<file path="config.mk">
export PLATFORM = sky130hd
export DESIGN_NAME = rename_unit
export DESIGN_NICKNAME = d
export VERILOG_FILES = /design/src/logic/rename_types_pkg.sv /design/src/logic/rename_bus_pkg.sv /design/src/logic/phys_freelist.sv /design/src/logic/rename_map.sv /design/src/logic/commit_map.sv /design/src/logic/rename_stage.sv /design/src/logic/rename_unit.sv
export SDC_FILE = /design/constraint.sdc
export NUM_CORES = 2
export LEC_CHECK = 0
export BUFFER_PORTS_ARGS = -buffer_cell sky130_fd_sc_hd__buf_2
export CAP_MARGIN = 0
export CORE_MARGIN = 10
export CORE_UTILIZATION = 50
export CTS_CLUSTER_DIAMETER = 40
export CTS_CLUSTER_SIZE = 16
export DETAILED_ROUTE_END_ITERATION = 10
export GPL_TIMING_DRIVEN = 1
export PLACE_DENSITY = 0.66
export SYNTH_ARGS = -nofsm -noshare
export SYNTH_HDL_FRONTEND = slang
export SYNTH_SLANG_ARGS = --single-unit
</file>
<file path="constraint.sdc">
create_clock -name clk -period 6.4 [get_ports clk]
set_clock_uncertainty 0.15 [all_clocks]
set_input_delay 0.32 -clock clk [delete_from_list [all_inputs] [get_ports clk]]
set_output_delay 0.32 -clock clk [all_outputs]
set_load 0.01 [all_outputs]
</file>
<file path="src/logic/rename_types_pkg.sv">
`default_nettype none

package rename_types_pkg;

    // Register file sizing
    localparam int NUM_ARCH = 32;
    localparam int NUM_PHYS = 64;

    // Dispatch and commit slots per cycle
    localparam int WIDTH = 2;

    localparam int ARCH_W = $clog2(NUM_ARCH);
    localparam int PHYS_W = $clog2(NUM_PHYS);

    typedef logic [ARCH_W-1:0] arch_reg_t;  // x0..x31
    typedef logic [PHYS_W-1:0] phys_reg_t;  // p0..p63, p0 is x0 forever

endpackage

`default_nettype wire

</file>
<file path="src/logic/rename_bus_pkg.sv">
`default_nettype none

package rename_bus_pkg;

    // One instruction entering rename
    typedef struct packed {
        logic                        valid;
        logic                        has_rd;
        rename_types_pkg::arch_reg_t rd;
        rename_types_pkg::arch_reg_t rs1;
        rename_types_pkg::arch_reg_t rs2;
    } dispatch_slot_t;

    // One instruction leaving rename
    typedef struct packed {
        logic                        valid;
        logic                        has_rd;
        rename_types_pkg::phys_reg_t pd;
        rename_types_pkg::phys_reg_t old_pd;  // Freed when this one commits
        rename_types_pkg::phys_reg_t ps1;
        rename_types_pkg::phys_reg_t ps2;
    } renamed_slot_t;

    // One retiring instruction
    typedef struct packed {
        logic                        valid;
        rename_types_pkg::arch_reg_t rd;
        rename_types_pkg::phys_reg_t pd;
        rename_types_pkg::phys_reg_t old_pd;
    } commit_slot_t;

    typedef enum logic {
        run,
        recover
    } stage_state_e;

endpackage

`default_nettype wire

</file>
<file path="src/logic/phys_freelist.sv">
`timescale 1ns/100ps
`default_nettype none

module phys_freelist #(
    parameter int FREE_DEPTH = 32
) (
    input  logic                        clk,
    input  logic                        rst,
    input  logic                        push,
    input  logic                        push2,
    input  rename_types_pkg::phys_reg_t push_tag [rename_types_pkg::WIDTH],
    input  logic                        pop,
    input  logic                        pop2,
    input  logic                        flush,
    output rename_types_pkg::phys_reg_t pop_tag [rename_types_pkg::WIDTH],
    output logic                        has_two
);

    localparam int IDX_W = $clog2(FREE_DEPTH);
    // Tags free after reset, p32..p63
    localparam int INIT_FREE = rename_types_pkg::NUM_PHYS - rename_types_pkg::NUM_ARCH;

    // Extra top bit tells full from empty
    typedef logic [IDX_W:0] ptr_t;

    rename_types_pkg::phys_reg_t entries [FREE_DEPTH];

    ptr_t alloc_ptr;  // Next tag handed to dispatch
    ptr_t rel_ptr;    // Next slot for a freed tag
    ptr_t alloc_bkp;  // Allocation point as seen by retirement
    ptr_t push_cnt;
    ptr_t pop_cnt;
    ptr_t free_cnt;

    logic [IDX_W-1:0] alloc_idx;
    logic [IDX_W-1:0] alloc_idx1;
    logic [IDX_W-1:0] rel_idx;
    logic [IDX_W-1:0] rel_idx1;

    assign push_cnt = ptr_t'(push) + ptr_t'(push2);
    assign pop_cnt  = ptr_t'(pop) + ptr_t'(pop2);
    assign free_cnt = rel_ptr - alloc_ptr;
    assign has_two  = free_cnt >= ptr_t'(2);

    assign alloc_idx  = alloc_ptr[IDX_W-1:0];
    assign alloc_idx1 = alloc_idx + 1'b1;  // Wraps with the array
    assign rel_idx    = rel_ptr[IDX_W-1:0];
    assign rel_idx1   = rel_idx + 1'b1;

    always_ff @(posedge clk) begin
        if (rst) begin
            alloc_ptr <= '0;
            alloc_bkp <= '0;
            rel_ptr   <= ptr_t'(INIT_FREE);
        end else begin
            rel_ptr   <= rel_ptr + push_cnt;
            // Every commit that frees a tag also retires one allocation
            alloc_bkp <= alloc_bkp + push_cnt;
            if (flush) begin
                alloc_ptr <= alloc_bkp + push_cnt;  // Drop speculative pops
            end else begin
                alloc_ptr <= alloc_ptr + pop_cnt;
            end
        end
    end

    always_ff @(posedge clk) begin
        if (rst) begin
            for (int i = 0; i < INIT_FREE; i++) begin
                entries[i] <= rename_types_pkg::phys_reg_t'(rename_types_pkg::NUM_ARCH + i);
            end
        end else begin
            if (push) begin
                entries[rel_idx] <= push_tag[0];
            end
            if (push2) begin
                entries[push ? rel_idx1 : rel_idx] <= push_tag[1];  // Packs to the tail
            end
        end
    end

    // Slot 1 alone takes the head entry
    always_ff @(posedge clk) begin
        if (pop) begin
            pop_tag[0] <= entries[alloc_idx];
        end
        if (pop2) begin
            pop_tag[1] <= entries[pop ? alloc_idx1 : alloc_idx];
        end
    end

    // Rename must stall before the list runs dry
    pop_needs_two: assert property (
        @(posedge clk) disable iff (rst) (pop || pop2) |-> has_two
    ) else $error("phys_freelist: pop with fewer than two free tags");

    // More frees than allocations would mean a tag was released twice
    no_overfill: assert property (
        @(posedge clk) disable iff (rst) free_cnt <= ptr_t'(FREE_DEPTH)
    ) else $error("phys_freelist: free count above depth");

endmodule

`default_nettype wire

</file>
<file path="src/logic/rename_map.sv">
`timescale 1ns/100ps
`default_nettype none

module rename_map (
    input  logic                                   clk,
    input  logic                                   rst,
    input  rename_types_pkg::arch_reg_t            src_idx     [2*rename_types_pkg::WIDTH],
    input  rename_types_pkg::arch_reg_t            dst_idx     [rename_types_pkg::WIDTH],
    input  logic [rename_types_pkg::WIDTH-1:0]     wr_en,
    input  rename_types_pkg::arch_reg_t            wr_idx      [rename_types_pkg::WIDTH],
    input  rename_types_pkg::phys_reg_t            wr_tag      [rename_types_pkg::WIDTH],
    input  logic                                   restore,
    input  rename_types_pkg::phys_reg_t            restore_map [rename_types_pkg::NUM_ARCH],
    output rename_types_pkg::phys_reg_t            src_tag     [2*rename_types_pkg::WIDTH],
    output rename_types_pkg::phys_reg_t            dst_tag     [rename_types_pkg::WIDTH]
);

    rename_types_pkg::phys_reg_t map_q [rename_types_pkg::NUM_ARCH];

    // Plain table lookups, no bypass here
    always_comb begin
        for (int s = 0; s < 2*rename_types_pkg::WIDTH; s++) begin
            src_tag[s] = map_q[src_idx[s]];
        end
        for (int d = 0; d < rename_types_pkg::WIDTH; d++) begin
            dst_tag[d] = map_q[dst_idx[d]];  // Becomes old_pd
        end
    end

    always_ff @(posedge clk) begin
        if (rst) begin
            for (int i = 0; i < rename_types_pkg::NUM_ARCH; i++) begin
                map_q[i] <= rename_types_pkg::phys_reg_t'(i);  // Identity map
            end
        end else if (restore) begin
            // Entry 0 stays at p0
            for (int i = 1; i < rename_types_pkg::NUM_ARCH; i++) begin
                map_q[i] <= restore_map[i];
            end
        end else begin
            // Later slot is younger, so it lands last
            for (int w = 0; w < rename_types_pkg::WIDTH; w++) begin
                if (wr_en[w] && wr_idx[w] != '0) begin
                    map_q[wr_idx[w]] <= wr_tag[w];
                end
            end
        end
    end

endmodule

`default_nettype wire

</file>
<file path="src/logic/commit_map.sv">
`timescale 1ns/100ps
`default_nettype none

module commit_map (
    input  logic                          clk,
    input  logic                          rst,
    input  rename_bus_pkg::commit_slot_t  commit        [rename_types_pkg::WIDTH],
    output rename_types_pkg::phys_reg_t   committed_map [rename_types_pkg::NUM_ARCH]
);

    rename_types_pkg::phys_reg_t map_q [rename_types_pkg::NUM_ARCH];

    // Output includes this cycle's commits so a flush sees them
    always_comb begin
        committed_map = map_q;
        for (int w = 0; w < rename_types_pkg::WIDTH; w++) begin
            if (commit[w].valid && commit[w].rd != '0) begin
                committed_map[commit[w].rd] = commit[w].pd;  // Slot 1 wins
            end
        end
    end

    always_ff @(posedge clk) begin
        if (rst) begin
            for (int i = 0; i < rename_types_pkg::NUM_ARCH; i++) begin
                map_q[i] <= rename_types_pkg::phys_reg_t'(i);
            end
        end else begin
            map_q <= committed_map;
        end
    end

    // p0 belongs to x0 and is never allocated by rename
    for (genvar w = 0; w < rename_types_pkg::WIDTH; w++) begin : g_chk
        commit_pd_nonzero: assert property (
            @(posedge clk) disable iff (rst)
            (commit[w].valid && commit[w].rd != '0) |-> (commit[w].pd != '0)
        ) else $error("commit_map: slot %0d commits p0 for a nonzero rd", w);
    end

endmodule

`default_nettype wire

</file>
<file path="src/logic/rename_stage.sv">
`timescale 1ns/100ps
`default_nettype none

module rename_stage (
    input  logic                                clk,
    input  logic                                rst,
    input  rename_bus_pkg::dispatch_slot_t      dispatch   [rename_types_pkg::WIDTH],
    input  logic                                flush,
    input  logic                                has_two,
    input  rename_types_pkg::phys_reg_t         pop_tag    [rename_types_pkg::WIDTH],
    input  rename_types_pkg::phys_reg_t         src_tag    [2*rename_types_pkg::WIDTH],
    input  rename_types_pkg::phys_reg_t         dst_tag    [rename_types_pkg::WIDTH],
    output logic                                ready,
    output logic                                pop,
    output logic                                pop2,
    output rename_bus_pkg::renamed_slot_t       renamed    [rename_types_pkg::WIDTH],
    output logic [rename_types_pkg::WIDTH-1:0]  map_wr_en,
    output rename_types_pkg::arch_reg_t         map_wr_idx [rename_types_pkg::WIDTH],
    output rename_types_pkg::phys_reg_t         map_wr_tag [rename_types_pkg::WIDTH],
    output logic                                restore
);

    localparam int W = rename_types_pkg::WIDTH;

    rename_bus_pkg::stage_state_e state;

    logic         accept;
    logic [W-1:0] alloc;
    logic [W-1:0] alloc_q;
    logic [W-1:0] valid_q;
    logic [W-1:0] has_rd_q;
    logic         hit_rs1_q;  // Slot 1 source from slot 0 pd
    logic         hit_rs2_q;
    logic         hit_old_q;  // Slot 1 overwrites slot 0 rd

    rename_types_pkg::arch_reg_t src_idx [2*W];
    rename_types_pkg::arch_reg_t rd_q    [W];
    rename_types_pkg::phys_reg_t src_fwd [2*W];
    rename_types_pkg::phys_reg_t dst_fwd [W];
    rename_types_pkg::phys_reg_t ps_q    [2*W];
    rename_types_pkg::phys_reg_t old_q   [W];

    assign ready  = (state == rename_bus_pkg::run) && has_two && !flush;
    assign accept = ready && (dispatch[0].valid || dispatch[1].valid);

    always_comb begin
        for (int i = 0; i < W; i++) begin
            alloc[i] = accept && dispatch[i].valid && dispatch[i].has_rd
                       && dispatch[i].rd != '0;  // x0 never takes a tag
        end
    end

    assign pop     = alloc[0];
    assign pop2    = alloc[1];
    assign restore = flush;

    // Previous bundle writes the map this cycle
    assign map_wr_en = alloc_q;
    always_comb begin
        for (int i = 0; i < W; i++) begin
            map_wr_idx[i] = rd_q[i];
            map_wr_tag[i] = pop_tag[i];
        end
    end

    // Table reads miss the write landing now, so bypass it
    always_comb begin
        for (int i = 0; i < W; i++) begin
            src_idx[2*i]   = dispatch[i].rs1;
            src_idx[2*i+1] = dispatch[i].rs2;
        end
        for (int s = 0; s < 2*W; s++) begin
            src_fwd[s] = src_tag[s];
            for (int w = 0; w < W; w++) begin
                if (map_wr_en[w] && rd_q[w] == src_idx[s]) begin
                    src_fwd[s] = pop_tag[w];
                end
            end
        end
        for (int d = 0; d < W; d++) begin
            dst_fwd[d] = dst_tag[d];
            for (int w = 0; w < W; w++) begin
                if (map_wr_en[w] && rd_q[w] == dispatch[d].rd) begin
                    dst_fwd[d] = pop_tag[w];
                end
            end
        end
    end

    always_ff @(posedge clk) begin
        if (rst) begin
            state   <= rename_bus_pkg::run;
            valid_q <= '0;
            alloc_q <= '0;
        end else begin
            state   <= flush ? rename_bus_pkg::recover : rename_bus_pkg::run;
            valid_q <= {accept && dispatch[1].valid, accept && dispatch[0].valid};
            alloc_q <= alloc;
        end
    end

    always_ff @(posedge clk) begin
        if (accept) begin
            for (int i = 0; i < W; i++) begin
                rd_q[i]     <= dispatch[i].rd;
                has_rd_q[i] <= dispatch[i].has_rd;
                old_q[i]    <= dst_fwd[i];
            end
            for (int s = 0; s < 2*W; s++) begin
                ps_q[s] <= src_fwd[s];
            end
            hit_rs1_q <= alloc[0] && dispatch[1].rs1 == dispatch[0].rd;
            hit_rs2_q <= alloc[0] && dispatch[1].rs2 == dispatch[0].rd;
            hit_old_q <= alloc[0] && dispatch[1].rd == dispatch[0].rd;
        end
    end

    // New pd arrives with pop_tag, one cycle after acceptance
    always_comb begin
        for (int i = 0; i < W; i++) begin
            renamed[i].valid  = valid_q[i];
            renamed[i].has_rd = has_rd_q[i];
            renamed[i].pd     = alloc_q[i] ? pop_tag[i] : '0;
            renamed[i].old_pd = alloc_q[i] ? old_q[i] : '0;
            renamed[i].ps1    = ps_q[2*i];
            renamed[i].ps2    = ps_q[2*i+1];
        end
        if (hit_rs1_q) begin
            renamed[1].ps1 = pop_tag[0];
        end
        if (hit_rs2_q) begin
            renamed[1].ps2 = pop_tag[0];
        end
        if (hit_old_q && alloc_q[1]) begin
            renamed[1].old_pd = pop_tag[0];
        end
    end

    // A new mapping never points at p0
    for (genvar i = 0; i < W; i++) begin : g_chk
        wr_tag_nonzero: assert property (
            @(posedge clk) disable iff (rst)
            map_wr_en[i] |-> map_wr_tag[i] != '0
        ) else $error("rename_stage: slot %0d maps a register to p0", i);
    end

endmodule

`default_nettype wire

</file>
<file path="src/logic/rename_unit.sv">
`timescale 1ns/100ps
`default_nettype none

module rename_unit #(
    parameter int FREE_DEPTH = 32
) (
    input  logic                           clk,
    input  logic                           rst,
    input  rename_bus_pkg::dispatch_slot_t dispatch [rename_types_pkg::WIDTH],
    output logic                           ready,
    output rename_bus_pkg::renamed_slot_t  renamed  [rename_types_pkg::WIDTH],
    input  rename_bus_pkg::commit_slot_t   commit   [rename_types_pkg::WIDTH],
    input  logic                           flush
);

    localparam int W = rename_types_pkg::WIDTH;

    logic         has_two;
    logic         pop;
    logic         pop2;
    logic         push;
    logic         push2;
    logic         restore;
    logic [W-1:0] map_wr_en;

    rename_types_pkg::arch_reg_t src_idx       [2*W];
    rename_types_pkg::arch_reg_t dst_idx       [W];
    rename_types_pkg::arch_reg_t map_wr_idx    [W];
    rename_types_pkg::phys_reg_t src_tag       [2*W];
    rename_types_pkg::phys_reg_t dst_tag       [W];
    rename_types_pkg::phys_reg_t pop_tag       [W];
    rename_types_pkg::phys_reg_t push_tag      [W];
    rename_types_pkg::phys_reg_t map_wr_tag    [W];
    rename_types_pkg::phys_reg_t committed_map [rename_types_pkg::NUM_ARCH];

    for (genvar i = 0; i < W; i++) begin : g_slot
        assign src_idx[2*i]   = dispatch[i].rs1;
        assign src_idx[2*i+1] = dispatch[i].rs2;
        assign dst_idx[i]     = dispatch[i].rd;
        assign push_tag[i]    = commit[i].old_pd;  // Previous mapping goes back
    end

    assign push  = commit[0].valid && commit[0].rd != '0;
    assign push2 = commit[1].valid && commit[1].rd != '0;

    phys_freelist #(
        .FREE_DEPTH (FREE_DEPTH)
    ) phys_freelist_i (
        .clk      (clk),
        .rst      (rst),
        .push     (push),
        .push2    (push2),
        .push_tag (push_tag),
        .pop      (pop),
        .pop2     (pop2),
        .flush    (flush),
        .pop_tag  (pop_tag),
        .has_two  (has_two)
    );

    rename_map rename_map_i (
        .clk         (clk),
        .rst         (rst),
        .src_idx     (src_idx),
        .dst_idx     (dst_idx),
        .wr_en       (map_wr_en),
        .wr_idx      (map_wr_idx),
        .wr_tag      (map_wr_tag),
        .restore     (restore),
        .restore_map (committed_map),
        .src_tag     (src_tag),
        .dst_tag     (dst_tag)
    );

    commit_map commit_map_i (
        .clk           (clk),
        .rst           (rst),
        .commit        (commit),
        .committed_map (committed_map)
    );

    rename_stage rename_stage_i (
        .clk        (clk),
        .rst        (rst),
        .dispatch   (dispatch),
        .flush      (flush),
        .has_two    (has_two),
        .pop_tag    (pop_tag),
        .src_tag    (src_tag),
        .dst_tag    (dst_tag),
        .ready      (ready),
        .pop        (pop),
        .pop2       (pop2),
        .renamed    (renamed),
        .map_wr_en  (map_wr_en),
        .map_wr_idx (map_wr_idx),
        .map_wr_tag (map_wr_tag),
        .restore    (restore)
    );

endmodule

`default_nettype wire

</file>
# After elaboration in Yosys (flattened, before gate mapping)
# Memory sizes are Yosys's and may differ from the RTL's. A register that Yosys moved wholly into a read port is not among the register bits.
# Index checks and enable logic that the tools add are counted.
# totals
register_bits	220
latch_bits	0
ram_bits	430
rom_bits	0
in_bits	73
wordCells	246
n_memories	5
# mem_list
name	words	width	read_ports	rd_ports_with_merged_regs	wr	line	source
phys_freelist_i.entries	32	6	2	2	32	phys_freelist.sv:26	rename_types_pkg::phys_reg_t entries [FREE_DEPTH];
rename_map_i.map_q	32	6	6	0	32	rename_map.sv:18	rename_types_pkg::phys_reg_t map_q [rename_types_pkg::NUM_ARCH];
rename_stage_i.ps_q	4	6	4	0	4	rename_stage.sv:40	rename_types_pkg::phys_reg_t ps_q [2*W];
rename_stage_i.old_q	2	6	2	0	2	rename_stage.sv:41	rename_types_pkg::phys_reg_t old_q [W];
rename_stage_i.rd_q	2	5	2	0	2	rename_stage.sv:37	rename_types_pkg::arch_reg_t rd_q [W];
# classes
n_addsub	8
n_mul	0
div	0
n_lt_le_gt_ge	5
eq_ne	15
shift	0
n_mux	94
bitwise_logic	34
n_reduce_logical	43
# ops
operator	n
192-bit bitwise mux	2
192-bit two-way mux	2
6-bit two-way mux	57
5-bit equality test	15
6-bit demux with 5-bit select	2
1-bit logical AND	31
1-bit OR	31
5-bit two-way mux	6
5-bit nonzero test	6
1-bit two-way mux	25
6-bit OR reduction	4
6-bit adder	3
6-bit >= comparator (second input constant)	2
6-bit by 1-bit less-than comparator with 1-bit output (second input constant)	2
5-bit inverter with 6-bit output	2
5-bit by 1-bit adder with 5-bit output (second input constant)	2
6-bit by 2-bit >= comparator with 1-bit output (second input constant)	1
6-bit subtractor	1
1-bit by 1-bit adder with 2-bit output	2
1-bit logical NOT	1
1-bit logical OR	1
1-bit inverter	1

# Logic depth before layout (Yosys ltp)
# logic_depth
depth_word	11
ltp_mapped	20

# Modules after synthesis
# Synthesis repeated with hierarchy kept, for this count alone.
# hier_totals
cells_unflattened	4614
hier_area_um2	47893.4
# modules_own_cells
mod	n_inst	cells_each	area_per_inst_um2	seq_area_each_um2
rename_map	1	1565	19692.6	5765.5
phys_freelist	1	1204	13678.1	6486.2
commit_map	1	1421	10420.0	3843.7
rename_stage	1	420	4072.7	1631.6
rename_unit	1	4	30.0	0.0

# Least setup slack after synthesis
# OpenSTA, ideal clock, no wires.
# synth_timing
path_type	reg2reg
startpoint	register phys_freelist_i.alloc_ptr[3]
endpoint	register rename_stage_i.has_rd_q[0], enable pin
setup_time_ns	0.461
arrival_time_ns	4.558
required_time_ns	5.789
path_slack_ns	1.230
stages_incl_launch_ff	11
path_buffers	3
period_less_slack_ns	5.170
cell_sequence	dfxtp_1 clkbuf_1 inv_1 buf_1 ha_1 a21oi_1 a21boi_1 a21oi_1 o31ai_4 clkbuf_1 nor2_1
# synth_between
elab_chain_len	5
# synth_lines
element	line	source
from (decl)	phys_freelist.sv:28	ptr_t alloc_ptr;
from (signal assigned)	phys_freelist.sv:60	alloc_ptr <= alloc_bkp + push_cnt;
from (signal assigned)	phys_freelist.sv:62	alloc_ptr <= alloc_ptr + pop_cnt;
6-bit subtractor	phys_freelist.sv:42	assign free_cnt = rel_ptr - alloc_ptr;
6-bit by 2-bit >= comparator with 1-bit output	phys_freelist.sv:43	assign has_two = free_cnt >= ptr_t'(2);
1-bit logical AND (2 in series)	rename_stage.sv:43	assign ready = (state == rename_bus_pkg::run) && has_two && !flush;
1-bit logical AND	rename_stage.sv:44	assign accept = ready && (dispatch[0].valid || dispatch[1].valid);
to (signal, indexed assignment)	rename_stage.sv:106	has_rd_q[i] <= dispatch[i].has_rd;
to (decl)	rename_stage.sv:31	logic [W-1:0] has_rd_q;
# Every way passes these cells.
# A chain may end at the register's enable or synchronous reset.

# Final worst setup path
# layout_timing
startpoint	register phys_freelist_i.alloc_ptr[2]
endpoint	register phys_freelist_i.alloc_ptr[4]
# layout_between
elab_chain_len	11
# layout_lines
element	line	source
6-bit subtractor	phys_freelist.sv:42	
6-bit by 2-bit >= comparator with 1-bit output	phys_freelist.sv:43	
1-bit logical AND (2 in series)	rename_stage.sv:43	
1-bit logical AND	rename_stage.sv:44	
1-bit logical AND (2 in series)	rename_stage.sv:48	alloc[i] = accept && dispatch[i].valid && dispatch[i].has_rd
1-bit logical AND	rename_stage.sv:49	&& dispatch[i].rd != '0;
1-bit by 1-bit adder with 2-bit output	phys_freelist.sv:41	assign pop_cnt = ptr_t'(pop) + ptr_t'(pop2);
6-bit adder (*)	phys_freelist.sv:62	
6-bit two-way mux (*)	phys_freelist.sv:59	if (flush) begin
# Mark *: on every way between the ends. The rest lies on a longest branch, timed or not.

==> results_dict.tcl <==
set metrics [dict create \
    root_buffer "clkbuf_16" \
    drive_gt1_share_pct 20.2 \
    drtIter0Drc 6554 \
    die-area_sq_mm 0.106 \
    vias 40142 \
    critPathSlowestCell "dfxtp_1" \
    worstReg2RegStart "phys_freelist_i.alloc_ptr[2]$_SDFF_PP0_" \
    total_power_mw 13.1 \
    routedWlPerCell_um 33.1 \
    final_common_cell "nand2_1" \
    rows 111 \
    synthFlopType "edfxtp_1" \
    core_area_sq_mm 0.0919 \
    hold_start "dispatch[14]" \
    syn_to_final_growth_pct 10.3 \
    start_util_pct 50.6 \
    cp_data_arrival_time_ps 5670 \
    reg2reg_depth 16 \
    clk_path_buf_depth 3 \
    dp.cells 5503 \
    syn_area_sq_mm 0.0465 \
    design_area_sq_mm 0.0513 \
    synth-warning-count 0 \
    wirelength_um 189000 \
    drc 0 \
    crit_start "phys_freelist_i.alloc_ptr[2]$_SDFF_PP0_" \
    yosysTopAreaCellShare_pct 28.9 \
    yosysSeqAreaShare_pct 37.9 \
    outcome "finished, final reports clean" \
    cts.clk_slew.worst_paths_ps 50 \
    fmax_mhz 189 \
    slew_headroom_pct 9.83 \
    nFillCells 7913 \
    yosysTopAreaCell "edfxtp_1" \
    maxCapViolCount 0 \
    cp-end-kind "flop" \
    h-tree-depth 3 \
    chipHeight_um 325 \
    dpl_cell_area_sq_mm 0.0475 \
    crit_path_max_incr_delay_ps 900 \
    grt_max_degree 88 \
    synth_edf_count 447 \
    irDropWorstVdd_mv 0.269 \
    holdWs_ps 36.9 \
    drtPass1Iterations 8 \
    ys_seq_elements 656 \
    path_class "flop to flop" \
    rsz0062_at_grt "no" \
    setup_ws_ps 1100 \
    finalNetCount 4466 \
    cts.sinks 656 \
    antenna_left 0 \
    cp_cell_sequence "inv_1 -> ha_1 -> and3b_1 -> o211ai_1 -> a21oi_1 -> o31ai_4 -> inv_4 -> nand2_4 -> inv_2 -> ha_1 -> ha_1 -> inv_1 -> fa_1 -> nor3_1 -> xnor2_1 -> o22ai_1" \
    io_buffers 125 \
    whs_path_depth 1 \
    min_path_type "input port to flop" \
    period_minus_slack_ps 5300 \
    maxSlewViolCount 0 \
    io_pins 126 \
    grt_overflow 0 \
    vias_per_cell 7.03 \
    cts_tree "yes" \
    dp_hpwl_um 128000 \
    insertion_delay_ps 710 \
    post_cts_resize_count 0 \
    grt_pass1_wl_um 270000 \
    setup_violations 0 \
    place_congestion 1.04 \
    mostFrequentLayoutCells "nand2_1, nor2_1, edfxtp_1" \
    postSynthCellCount 4534 \
    hold_violations 0 \
    min_period_over_period_pct 82.9 \
    synthTopCellsByArea "edfxtp_1, mux4_2, dfxtp_1, mux2i_1, nand2_1" \
    crit_required_ps 6770 \
    synth_cell_types 81 \
    cp-start-kind "flop" \
    tns_ps 0 \
    die_w_um 325 \
    final_util_pct 55.8 \
    worst_pin_slew_ps 1350 \
    antenna_found_initial 14 \
    grt_usage_pct 34.4 \
    layoutNonFillerInstCount 5710 \
    async_flop_share_pct 0 \
    numCtsBuffers 99 \
    synth.avg_cell_area_sq_um 10.3 \
    grt_pass1_vias 37629 \
    leakagePower_nw 17.5 \
    worst-path-max-fanout 33 \
    power_density_mw_per_mm2 255 \
    crit_top_cell "ha_1" \
    pre_cts_ws_ps 1230 \
]
-- sequential cells by signal, summed over array words and instances, names as in the netlist, 2 cells and up --
| register | flops |
|---|---|
| commit_map_i.map_q | 186 |
| phys_freelist_i.alloc_bkp | 6 |
| phys_freelist_i.alloc_ptr | 6 |
| phys_freelist_i.entries | 192 |
| phys_freelist_i.pop_tag | 12 |
| phys_freelist_i.rel_ptr | 6 |
| rename_map_i.map_q | 192 |
| rename_stage_i.has_rd_q | 2 |
| rename_stage_i.map_wr_en | 2 |
| rename_stage_i.old_q | 12 |
| rename_stage_i.ps_q | 24 |
| rename_stage_i.rd_q | 10 |
| rename_stage_i.valid_q | 2 |
-- worst paths after layout --
| path | end | slack, ps |
|---|---|---|
| worst max-delay path | phys_freelist_i.alloc_ptr[4]$_SDFF_PP0_ | 1100 |
| worst min-delay path | rename_stage_i.rd_q[0][9]$_DFFE_PN_ | 40 |
| worst max register to register | phys_freelist_i.alloc_ptr[4]$_SDFF_PP0_ | 1100 |
| worst min register to register | commit_map_i.map_q[75]$_SDFF_PP0_ | 350 |
-- critical path, delay by kind of cell, from the launching register on --
kind | cells | cell delay, ps
xor+xnor | 1 | 140
compound gates | 4 | 740
flops | 1 | 900
simple gates | 3 | 760
buf+inv | 4 | 1000
fa+ha+maj | 4 | 1450
-- power breakdown --
group | internal (mW) | switching (mW)
logic | 0.827 | 1.36
clock network | 3.71 | 2.23
registers | 4.70 | 0.232
-- cell usage after synthesis (52+ instances only) --
| library cell | count |
|---|---|
| nor3_1 | 52 |
| a22oi_1 | 72 |
| o21ai_0 | 302 |
| xor2_1 | 64 |
| mux2i_1 | 388 |
| or2_2 | 62 |
| dfxtp_1 | 209 |
| nor2b_1 | 78 |
| buf_1 | 64 |
| nand3_1 | 86 |
| edfxtp_1 | 447 |
| clkbuf_1 | 386 |
| o22ai_1 | 55 |
| mux4_2 | 399 |
| a21oi_1 | 330 |
| nor2_1 | 454 |
| nand2_1 | 479 |
-- area by class of cell --
type	count	area, sq um	share of cell area, %
diodes	9	22.5	0.0439
clock buffers	118	2660	5.20
clock inverters	70	987	1.93
inverters	36	138	0.268
multi-input cells	3369	27000	52.6
flip-flops and latches	656	17600	34.4
well taps	1243	1560	3.03
repair buffers	209	1300	2.54
-- routing by layer --
layer	wire [um]	track usage, %	part of all wire [%]	vias to the layer above
li1	-	-	-	16810
met1	64200	42.3	34	19308
met2	84400	53.1	45	3209
met3	24700	9.00	13	801
met4	15500	23.1	8.2	14
met5	94	0	0.050	-
-- cell families (layout without fill, tap and decap cells) --
logic type	count (synthesis)	count (layout)	synth area share [%]
buffers and inverters	514	433	4.25
AND/OR/NAND/NOR	1456	1456	14.5
adder cells (fa/ha/maj)	22	22	0.657
AO/OA/AOI/OAI	969	969	12.4
multiplexers	824	824	28.6
other	1	15	0.00807
XOR/XNOR	92	92	1.73
flip-flops	656	656	37.9
-- repair_timing --
item | in CTS | in global routing
buffers inserted | 0 | 0
hold endpoints to repair | 16 | 0
hold buffers | 10 | 0
endpoints found under the setup margin | 0 | 0
No activity file was read; power rests on OpenSTA's default activity.
